[src/lsu_consts.svh]
//**************************************************************************
// Load/store unit constants
// Data cache geometry, physical address width and host I/O location
//**************************************************************************

`ifndef LSU_CONSTS_SVH
`define LSU_CONSTS_SVH

// Cache line geometry
`define LSU_LINE_BYTES 8
`define LSU_OFFSET_WIDTH 3
`define LSU_INDEX_WIDTH 4
`define LSU_LINE_COUNT (1 << `LSU_INDEX_WIDTH)

// Physical addressing
`define LSU_ADDR_WIDTH 16
`define LSU_TAG_WIDTH (`LSU_ADDR_WIDTH - `LSU_INDEX_WIDTH - `LSU_OFFSET_WIDTH)
`define LSU_WORD_WIDTH 32

// Last word of memory
`define LSU_HOST_IO_ADDR 16'hfffc

`endif

[src/memTypesPkg.sv]
//**************************************************************************
// Memory types
// Vector types for addresses, cache fields, lines, byte masks and words
//**************************************************************************

`default_nettype none

`include "lsu_consts.svh"

package memTypesPkg;

    // Byte address and line address
    typedef logic [`LSU_ADDR_WIDTH-1:0] addrT;
    typedef logic [`LSU_ADDR_WIDTH-`LSU_OFFSET_WIDTH-1:0] lineAddrT;

    // Cache fields
    typedef logic [`LSU_TAG_WIDTH-1:0] tagT;
    typedef logic [`LSU_INDEX_WIDTH-1:0] indexT;

    // Data
    typedef logic [`LSU_LINE_BYTES*8-1:0] lineT;
    typedef logic [`LSU_LINE_BYTES-1:0] byteMaskT;
    typedef logic [`LSU_WORD_WIDTH-1:0] wordT;

endpackage

`default_nettype wire

[src/opTypesPkg.sv]
//**************************************************************************
// Operation types
// Requester commands, access sizes, atomic operations and FSM states
//**************************************************************************

`default_nettype none

package opTypesPkg;

    typedef enum logic [1:0] {
        commandNone = 2'd0,
        commandLoad = 2'd1,
        commandStore = 2'd2,
        commandAtomic = 2'd3
    } lsuCommandT;

    typedef enum logic [2:0] {
        sizeWord = 3'd0,
        sizeHalf = 3'd1,
        sizeHalfUnsigned = 3'd2,
        sizeByte = 3'd3,
        sizeByteUnsigned = 3'd4
    } accessSizeT;

    typedef enum logic [3:0] {
        atomicSwap = 4'd0,
        atomicAdd = 4'd1,
        atomicXor = 4'd2,
        atomicAnd = 4'd3,
        atomicOr = 4'd4,
        atomicMin = 4'd5,
        atomicMax = 4'd6,
        atomicMinu = 4'd7,
        atomicMaxu = 4'd8
    } atomicOpT;

    typedef enum logic [2:0] {
        stateIdle = 3'd0,
        stateLookup = 3'd1,
        stateStore = 3'd2,
        stateRefill = 3'd3,
        stateWriteThrough = 3'd4
    } controlStateT;

endpackage

`default_nettype wire

[src/tagArray.sv]
//**************************************************************************
// Tag array
// Valid bits and tags of the direct-mapped data cache, registered read
// and hit detection against the tag of the previous lookup address
//**************************************************************************

`default_nettype none

`include "lsu_consts.svh"

module tagArray (
    input  logic clk,
    input  logic rst,
    input  memTypesPkg::addrT lookupAddr,
    input  logic refillEnable,
    output logic hit
);
    logic [`LSU_LINE_COUNT-1:0] valid;
    memTypesPkg::tagT tags [`LSU_LINE_COUNT];

    memTypesPkg::indexT index;
    memTypesPkg::tagT lookupTag;
    memTypesPkg::tagT heldTag;
    memTypesPkg::tagT readTag;
    logic readValid;

    assign index = lookupAddr[`LSU_OFFSET_WIDTH +: `LSU_INDEX_WIDTH];
    assign lookupTag = lookupAddr[`LSU_ADDR_WIDTH-1 -: `LSU_TAG_WIDTH];

    always_ff @(posedge clk) begin
        if (rst) begin
            valid <= '0;
            readValid <= 1'b0;
        end else begin
            if (refillEnable) begin
                valid[index] <= 1'b1;
            end
            // Refill shows up on the next read
            readValid <= valid[index] | refillEnable;
        end
    end

    always_ff @(posedge clk) begin
        if (refillEnable) begin
            tags[index] <= lookupTag;
        end
        readTag <= refillEnable ? lookupTag : tags[index];
        heldTag <= lookupTag;
    end

    assign hit = readValid && (readTag == heldTag);

    // A refill is always followed by a return to idle
    noBackToBackRefill: assert property (@(posedge clk) disable iff (rst)
        refillEnable |=> !refillEnable);

endmodule

`default_nettype wire

[src/dataArray.sv]
//**************************************************************************
// Data array
// Byte-banked cache line storage with registered read, word extraction
// with sign or zero extension, and byte-masked store merge
//**************************************************************************

`default_nettype none

`include "lsu_consts.svh"

module dataArray (
    input  logic clk,
    input  memTypesPkg::addrT lookupAddr,
    input  opTypesPkg::accessSizeT accessSize,
    input  logic refillEnable,
    input  memTypesPkg::lineT refillLine,
    input  logic storeEnable,
    input  memTypesPkg::wordT storeWord,
    output memTypesPkg::wordT loadWord,
    output memTypesPkg::lineT lineValue
);
    logic [7:0] banks [`LSU_LINE_BYTES][`LSU_LINE_COUNT];

    memTypesPkg::indexT index;
    logic [`LSU_OFFSET_WIDTH-1:0] offset;
    logic [`LSU_OFFSET_WIDTH-1:0] readOffset;
    memTypesPkg::byteMaskT writeMask;
    memTypesPkg::lineT writeLine;
    memTypesPkg::lineT readLine;
    memTypesPkg::wordT shiftedWord;

    function automatic memTypesPkg::byteMaskT sizeMask(opTypesPkg::accessSizeT size);
        case (size)
            opTypesPkg::sizeWord: return 8'b0000_1111;
            opTypesPkg::sizeHalf, opTypesPkg::sizeHalfUnsigned: return 8'b0000_0011;
            default: return 8'b0000_0001;
        endcase
    endfunction

    function automatic memTypesPkg::wordT extend(
        memTypesPkg::wordT value,
        opTypesPkg::accessSizeT size
    );
        case (size)
            opTypesPkg::sizeHalf: return {{16{value[15]}}, value[15:0]};
            opTypesPkg::sizeHalfUnsigned: return {16'h0000, value[15:0]};
            opTypesPkg::sizeByte: return {{24{value[7]}}, value[7:0]};
            opTypesPkg::sizeByteUnsigned: return {24'h000000, value[7:0]};
            default: return value;
        endcase
    endfunction

    assign index = lookupAddr[`LSU_OFFSET_WIDTH +: `LSU_INDEX_WIDTH];
    assign offset = lookupAddr[`LSU_OFFSET_WIDTH-1:0];

    // Refill replaces the whole line
    always_comb begin
        if (refillEnable) begin
            writeMask = '1;
            writeLine = refillLine;
        end else if (storeEnable) begin
            writeMask = sizeMask(accessSize) << offset;
            writeLine = memTypesPkg::lineT'(storeWord) << {offset, 3'b000};
        end else begin
            writeMask = '0;
            writeLine = '0;
        end
    end

    always_ff @(posedge clk) begin
        readOffset <= offset;
        for (int b = 0; b < `LSU_LINE_BYTES; b++) begin
            if (writeMask[b]) begin
                banks[b][index] <= writeLine[8*b +: 8];
                readLine[8*b +: 8] <= writeLine[8*b +: 8];
            end else begin
                readLine[8*b +: 8] <= banks[b][index];
            end
        end
    end

    assign shiftedWord = memTypesPkg::wordT'(readLine >> {readOffset, 3'b000});
    assign loadWord = extend(shiftedWord, accessSize);
    assign lineValue = readLine;

    // Refill and store come from different controller states
    storeRefillExclusive: assert property (@(posedge clk)
        !(storeEnable && refillEnable));

endmodule

`default_nettype wire

[src/loadStoreControl.sv]
//**************************************************************************
// Load/store controller
// Request FSM, atomic ALU, refill and write-through sequencing on the
// line-wide memory port, and the host I/O register
//**************************************************************************

`default_nettype none

`include "lsu_consts.svh"

module loadStoreControl (
    input  logic clk,
    input  logic rst,
    input  logic enable,
    input  opTypesPkg::lsuCommandT command,
    input  memTypesPkg::addrT addr,
    input  opTypesPkg::accessSizeT accessSize,
    input  opTypesPkg::atomicOpT atomicOp,
    input  memTypesPkg::wordT storeValue,
    input  logic hit,
    input  memTypesPkg::wordT loadWord,
    input  memTypesPkg::lineT lineValue,
    output memTypesPkg::addrT lookupAddr,
    output opTypesPkg::accessSizeT heldAccessSize,
    output logic refillEnable,
    output memTypesPkg::lineT refillLine,
    output logic storeEnable,
    output memTypesPkg::wordT storeWord,
    output logic done,
    output memTypesPkg::wordT result,
    output memTypesPkg::lineAddrT memAddr,
    output logic memReadReq,
    output logic memWriteReq,
    output memTypesPkg::lineT memWriteValue,
    input  logic memReadGrant,
    input  logic memWriteGrant,
    input  memTypesPkg::lineT memReadValue,
    output memTypesPkg::wordT hostIoValue
);
    localparam memTypesPkg::addrT hostIoAddr = `LSU_HOST_IO_ADDR;

    opTypesPkg::controlStateT state;
    opTypesPkg::controlStateT nextState;
    memTypesPkg::addrT heldAddr;
    opTypesPkg::lsuCommandT heldCommand;
    opTypesPkg::atomicOpT heldAtomicOp;
    memTypesPkg::wordT heldValue;
    memTypesPkg::wordT oldWord;
    memTypesPkg::wordT aluResult;
    memTypesPkg::wordT writtenWord;
    logic hostIoWrite;

    function automatic memTypesPkg::wordT atomicAlu(
        opTypesPkg::atomicOpT op,
        memTypesPkg::wordT operand,
        memTypesPkg::wordT memValue
    );
        case (op)
            opTypesPkg::atomicAdd: return operand + memValue;
            opTypesPkg::atomicXor: return operand ^ memValue;
            opTypesPkg::atomicAnd: return operand & memValue;
            opTypesPkg::atomicOr: return operand | memValue;
            opTypesPkg::atomicMin: return ($signed(operand) < $signed(memValue)) ? operand : memValue;
            opTypesPkg::atomicMax: return ($signed(operand) > $signed(memValue)) ? operand : memValue;
            opTypesPkg::atomicMinu: return (operand < memValue) ? operand : memValue;
            opTypesPkg::atomicMaxu: return (operand > memValue) ? operand : memValue;
            default: return operand;
        endcase
    endfunction

    always_comb begin
        nextState = state;
        done = 1'b0;
        case (state)
            opTypesPkg::stateIdle: begin
                if (enable) begin
                    nextState = opTypesPkg::stateLookup;
                end
            end
            opTypesPkg::stateLookup: begin
                if (heldCommand == opTypesPkg::commandNone) begin
                    nextState = opTypesPkg::stateIdle;
                    done = 1'b1;
                end else if (!hit) begin
                    nextState = opTypesPkg::stateRefill;
                end else if (heldCommand == opTypesPkg::commandLoad) begin
                    nextState = opTypesPkg::stateIdle;
                    done = 1'b1;
                end else begin
                    nextState = opTypesPkg::stateStore;
                end
            end
            opTypesPkg::stateStore: begin
                nextState = opTypesPkg::stateWriteThrough;
            end
            opTypesPkg::stateWriteThrough: begin
                if (memWriteGrant) begin
                    nextState = opTypesPkg::stateIdle;
                    done = 1'b1;
                end
            end
            opTypesPkg::stateRefill: begin
                // Requester still holds the request, so it is retried
                if (memReadGrant) begin
                    nextState = opTypesPkg::stateIdle;
                end
            end
            default: begin
                nextState = opTypesPkg::stateIdle;
            end
        endcase
    end

    always_comb begin
        case (heldCommand)
            opTypesPkg::commandLoad: result = loadWord;
            opTypesPkg::commandAtomic: result = oldWord;
            default: result = '0;
        endcase
    end

    assign lookupAddr = (state == opTypesPkg::stateIdle) ? addr : heldAddr;
    assign refillEnable = (state == opTypesPkg::stateRefill) && memReadGrant;
    assign refillLine = memReadValue;
    assign storeEnable = (state == opTypesPkg::stateStore);
    assign aluResult = atomicAlu(heldAtomicOp, heldValue, oldWord);
    assign storeWord = (heldCommand == opTypesPkg::commandAtomic) ? aluResult : heldValue;

    assign memAddr = heldAddr[`LSU_ADDR_WIDTH-1:`LSU_OFFSET_WIDTH];
    assign memReadReq = (state == opTypesPkg::stateRefill);
    assign memWriteReq = (state == opTypesPkg::stateWriteThrough);
    assign memWriteValue = lineValue;

    // Host word as merged into the written line
    assign writtenWord = lineValue[`LSU_WORD_WIDTH * heldAddr[`LSU_OFFSET_WIDTH-1:2]
        +: `LSU_WORD_WIDTH];
    assign hostIoWrite = memWriteReq && memWriteGrant
        && (heldAddr[`LSU_ADDR_WIDTH-1:2] == hostIoAddr[`LSU_ADDR_WIDTH-1:2]);

    always_ff @(posedge clk) begin
        if (rst) begin
            state <= opTypesPkg::stateIdle;
            hostIoValue <= '0;
        end else begin
            state <= nextState;
            if (hostIoWrite) begin
                hostIoValue <= writtenWord;
            end
        end
    end

    always_ff @(posedge clk) begin
        if (state == opTypesPkg::stateIdle) begin
            heldAddr <= addr;
            heldCommand <= command;
            heldAccessSize <= accessSize;
            heldAtomicOp <= atomicOp;
            heldValue <= storeValue;
        end
        if (state == opTypesPkg::stateLookup) begin
            oldWord <= loadWord;
        end
    end

    doneNeverIdle: assert property (@(posedge clk) disable iff (rst)
        done |-> (state != opTypesPkg::stateIdle));

    memReqExclusive: assert property (@(posedge clk) disable iff (rst)
        !(memReadReq && memWriteReq));

endmodule

`default_nettype wire

[src/loadStoreUnit.sv]
//**************************************************************************
// Load/store unit
// Direct-mapped write-through data cache with a line-wide memory port
//**************************************************************************

`default_nettype none

module loadStoreUnit (
    input  logic clk,
    input  logic rst,
    input  logic enable,
    input  opTypesPkg::lsuCommandT command,
    input  memTypesPkg::addrT addr,
    input  opTypesPkg::accessSizeT accessSize,
    input  opTypesPkg::atomicOpT atomicOp,
    input  memTypesPkg::wordT storeValue,
    output logic done,
    output memTypesPkg::wordT result,
    output memTypesPkg::lineAddrT memAddr,
    output logic memReadReq,
    output logic memWriteReq,
    output memTypesPkg::lineT memWriteValue,
    input  logic memReadGrant,
    input  logic memWriteGrant,
    input  memTypesPkg::lineT memReadValue,
    output memTypesPkg::wordT hostIoValue
);
    memTypesPkg::addrT lookupAddr;
    opTypesPkg::accessSizeT heldAccessSize;
    logic refillEnable;
    memTypesPkg::lineT refillLine;
    logic storeEnable;
    memTypesPkg::wordT storeWord;
    logic hit;
    memTypesPkg::wordT loadWord;
    memTypesPkg::lineT lineValue;

    tagArray tagStore (
        .clk,
        .rst,
        .lookupAddr,
        .refillEnable,
        .hit
    );

    dataArray dataStore (
        .clk,
        .lookupAddr,
        .accessSize(heldAccessSize),
        .refillEnable,
        .refillLine,
        .storeEnable,
        .storeWord,
        .loadWord,
        .lineValue
    );

    loadStoreControl control (
        .clk, .rst, .enable, .command, .addr, .accessSize, .atomicOp, .storeValue,
        .hit, .loadWord, .lineValue,
        .lookupAddr, .heldAccessSize, .refillEnable, .refillLine,
        .storeEnable, .storeWord, .done, .result,
        .memAddr, .memReadReq, .memWriteReq, .memWriteValue,
        .memReadGrant, .memWriteGrant, .memReadValue,
        .hostIoValue
    );

endmodule

`default_nettype wire

[config.mk]
export PLATFORM = sky130hd
export DESIGN_NAME = loadStoreUnit
export DESIGN_NICKNAME = d
export VERILOG_FILES = /design/src/memTypesPkg.sv /design/src/opTypesPkg.sv /design/src/tagArray.sv /design/src/dataArray.sv /design/src/loadStoreControl.sv /design/src/loadStoreUnit.sv
export VERILOG_INCLUDE_DIRS = /design/src /design/src/src
export SDC_FILE = /design/constraint.sdc
export NUM_CORES = 2
export LEC_CHECK = 0
export BUFFER_PORTS_ARGS = -buffer_cell sky130_fd_sc_hd__buf_2
export CAP_MARGIN = 20
export CELL_PAD_IN_SITES_DETAIL_PLACEMENT = 1
export CELL_PAD_IN_SITES_GLOBAL_PLACEMENT = 1
export CORE_MARGIN = 5
export CORE_UTILIZATION = 50
export DETAILED_ROUTE_END_ITERATION = 16
export PLACE_DENSITY_LB_ADDON = 0.1
export SLEW_MARGIN = 10
export SYNTH_ARGS = -nofsm -noshare
export SYNTH_HDL_FRONTEND = slang
export SYNTH_HIERARCHICAL = 1
export SYNTH_SLANG_ARGS = --single-unit
[constraint.sdc]
create_clock -name clk -period 6.62 [get_ports clk]
set_input_delay 1.324 -clock clk [delete_from_list [all_inputs] [get_ports clk]]
set_output_delay 1.324 -clock clk [all_outputs]
set_load 0.01 [all_outputs]
==> results.yml <==
sta:
  skew_ns: 0.02979
  drv_slew: 0
  period_needed_ns: 6.460
  finalWorstSetupSlack_ns: 0.1603
  tns_ns: 0
  finalHoldViolations: 0
  worst_pin_slew_ns: 1.193
  fin_crit_sh_pct: 97.58
  rsz0062_at_grt: "no"
  max_freq_mhz: 154.8
  slew_headroom_pct: 20.49
  final-setup-viol-count: 0
job:
  maxCapViolations: 0
placement:
  dp_hpwl_um: 142200
  place_inst: 5654
  place_ws_ns: 0.4624
  gp_congestion: 0.9389
  portBuffers: 269
outcome:
  status: "completed"
layout:
  syn_to_final_growth_pct: 12.43
  fill_cells: 11440
  fin_cells: 5929
  drive_gt1_share_pct: 26.48
  final_nets: 4393
global_routing:
  gr-total-overflow: 0
  grt_pass1_wl_um: 290700
  first_global_vias: 38960
  antenna_found_initial: 18
  track_usage_pct: 30.82
  grt_max_degree: 127
hold_path:
  hold_path_class: "register to register"
drt:
  routed_via_density: 6.445
  final_antenna_net_count: 0
  first_iter_violations: 4376
  drc: 0
  drt_first_pass_iters: 8
  wl_per_cell_um: 34.45
  vias: 38210
  drt-total-wl_um: 204300
die:
  start_util_pct: 50.24
  row_count: 129
  core_region_area_um2: 123500
  die_h_um: 362.2
  die_area_um2: 131200
  io_pins: 270
  chipWidth_um: 362.2
clock_network:
  cts_buffers: 147
  holdBufCountCts: 0
  clock-root-buffer: "clkbuf_16"
  clkSinkCount: 1389
  cts.clk_slew.worst_paths_ns: 0.06
  clk_path_buf_depth: 3
  cts_tree: "yes"
  clock_latency_ns: 0.77
  post-cts-setup-buffer-count: 0
  postCtsResizedCells: 0
  h-tree-depth: 4
synth:
  async_flop_share_pct: 0
  synthCells: 3933
  synth_edf_count: 1241
  netlist_area_um2: 62030
  seq_area_frac_synth_pct: 64.85
  syn_nets: 4156
  synth-main-ff-cell: "edfxtp_1"
  synth_seq_cells: 1389
  synth_area_per_cell_um2: 15.77
  synth.distinct_cells: 96
  yosys_warnings: 6
setup_path:
  worstSetupPathType: "register to register"
  startpoint_type: "register"
  crit_arrival_ns: 7.14
  r2r_slack_ns: 0.16
  cp.required_ns: 7.31
  cp_max_fo: 17
  end_kind: "register"
power:
  powerDensity_nw_per_um2: 330.0
  leakagePower_nw: 26.41
  ir_worst_vdd_uv: 265.9
[stage by stage]
| stage | total power, mW | area (µm²) | util, % | hold WS (ns) |
|---|---|---|---|---|
| floorplan | 13.13 | 62030 | - | 0.4348 |
| global placement | 14.90 | 64880 | 52.55 | 0.4477 |
| detailed placement | 14.95 | 64910 | 52.57 | 0.4599 |
| CTS | 23.08 | 69670 | 56.43 | 0.4735 |
| global route | 23.81 | 69730 | 56.47 | 0.4979 |
| finish | 23.01 | 69740 | 56.48 | 0.4721 |
[power breakdown]
| group | internal (mW) | leakage, nW | switching (mW) |
|---|---|---|---|
| registers | 9.80 | 14.3 | 0.503 |
| clock network | 4.72 | 2.31 | 3.41 |
| logic | 1.63 | 9.77 | 2.94 |
[cells in the final DEF (no fill, tap or decap), types with 104 or more instances in the layout]
| cell | count |
|---|---|
| a21oi_1 | 104 |
| buf_2 | 271 |
| buf_4 | 197 |
| mux2i_1 | 170 |
| clkbuf_16 | 150 |
| nand2_1 | 159 |
| inv_1 | 106 |
| edfxtp_1 | 1241 |
| o21ai_0 | 106 |
| a22oi_1 | 120 |
| dfxtp_1 | 144 |
| nor2_1 | 309 |
| mux4_2 | 302 |
[cells by family (layout without fill, tap and decap cells)]
kind of cell | Yosys count | count (layout) | share of synthesized area [%]
flip-flops | 1389 | 1389 | 64.85
buffers and inverters | 494 | 847 | 4.177
other | 0 | 6 | 0
AND/OR/NAND/NOR | 663 | 663 | 4.833
AO/OA/AOI/OAI | 702 | 702 | 8.187
multiplexers | 568 | 568 | 15.70
XOR/XNOR | 20 | 20 | 0.2824
adder cells (fa/ha/maj) | 97 | 97 | 1.969
[cell usage after synthesis, types with 11 or more instances]
cell type | instances | share of area, %
a22o_1 | 70 | 0.99
buf_4 | 150 | 1.8
mux4_2 | 302 | 11
nand4_1 | 14 | 0.14
inv_1 | 106 | 0.64
nand2_1 | 159 | 0.96
a211oi_1 | 46 | 0.56
a21o_1 | 25 | 0.30
nor2_1 | 312 | 1.9
clkbuf_1 | 119 | 0.72
a21oi_1 | 105 | 0.85
o221ai_1 | 11 | 0.16
a221oi_1 | 36 | 0.51
o21ai_0 | 110 | 0.89
o22ai_1 | 19 | 0.19
and2_1 | 14 | 0.14
o211ai_1 | 17 | 0.21
edfxtp_1 | 1241 | 60
nor2b_1 | 57 | 0.57
xnor2_1 | 11 | 0.16
nand3_1 | 25 | 0.20
dfxtp_1 | 148 | 4.8
a22oi_1 | 120 | 1.5
nor3_1 | 22 | 0.18
mux2i_1 | 170 | 2.7
buf_1 | 29 | 0.18
buf_2 | 80 | 0.65
a31oi_1 | 14 | 0.14
ha_1 | 96 | 1.9
mux2_2 | 84 | 1.5
a222oi_1 | 13 | 0.21
[worst max-delay path, stage by stage, from the launching register on]
cell and delay [ns]:
edfxtp_1 0.42, inv_1 0.09, ha_1 0.46, nor4_2 0.51, nand2_1 0.11, a21oi_1 0.37, o31ai_4 0.17, nand2_4 0.15
a21o_1 0.57, a211o_4 0.34, or2_0 0.63, o2bb2ai_1 0.35, mux2i_1 0.25, o21ai_0 0.95, a22o_1 0.71, mux2_2 0.27
[routing by layer]
metal	vias up	GRT usage (%)	part of all wire (%)
met5	-	0	0.010
met4	4	9.005	3.2
met2	1988	47.54	46
li1	15890	-	-
met1	20030	43.71	41
met3	301	8.051	11
[flip-flops by register name, summed over array words and instances, names as in the netlist, named ones only]
name,cells
dataStore/banks,1024
tagStore/tags,144
dataStore/lineValue,64
control/heldValue,32
control/hostIoValue,32
control/oldWord,32
control/heldAddr,16
tagStore/valid,16
tagStore/heldTag,9
control/heldAtomicOp,4
control/heldAccessSize,3
control/state,3
dataStore/readOffset,3
control/heldCommand,2
tagStore/readValid,1
[final timing paths]
path / start / to / cells after the start
max: control/heldValue[13] / dataStore/lineValue[17] / 15
max reg2reg: control/heldValue[13] / dataStore/lineValue[17] / 15
min reg2reg: tagStore/valid[2] / tagStore/valid[2] / 2
min: tagStore/valid[2] / tagStore/valid[2] / 2
[layout make-up]
type | count | area (µm²) | area share, %
Antenna cell | 6 | 15.01 | 0.02153
Clock buffer | 189 | 4010 | 5.750
Clock inverter | 76 | 750.7 | 1.076
Inverter | 106 | 397.9 | 0.5705
Multi-Input combinational cell | 2050 | 19310 | 27.69
Sequential cell | 1389 | 40230 | 57.69
Tap cell | 1637 | 2048 | 2.937
Timing Repair Buffer | 476 | 2973 | 4.263
Power figures use the tool's default switching activity.
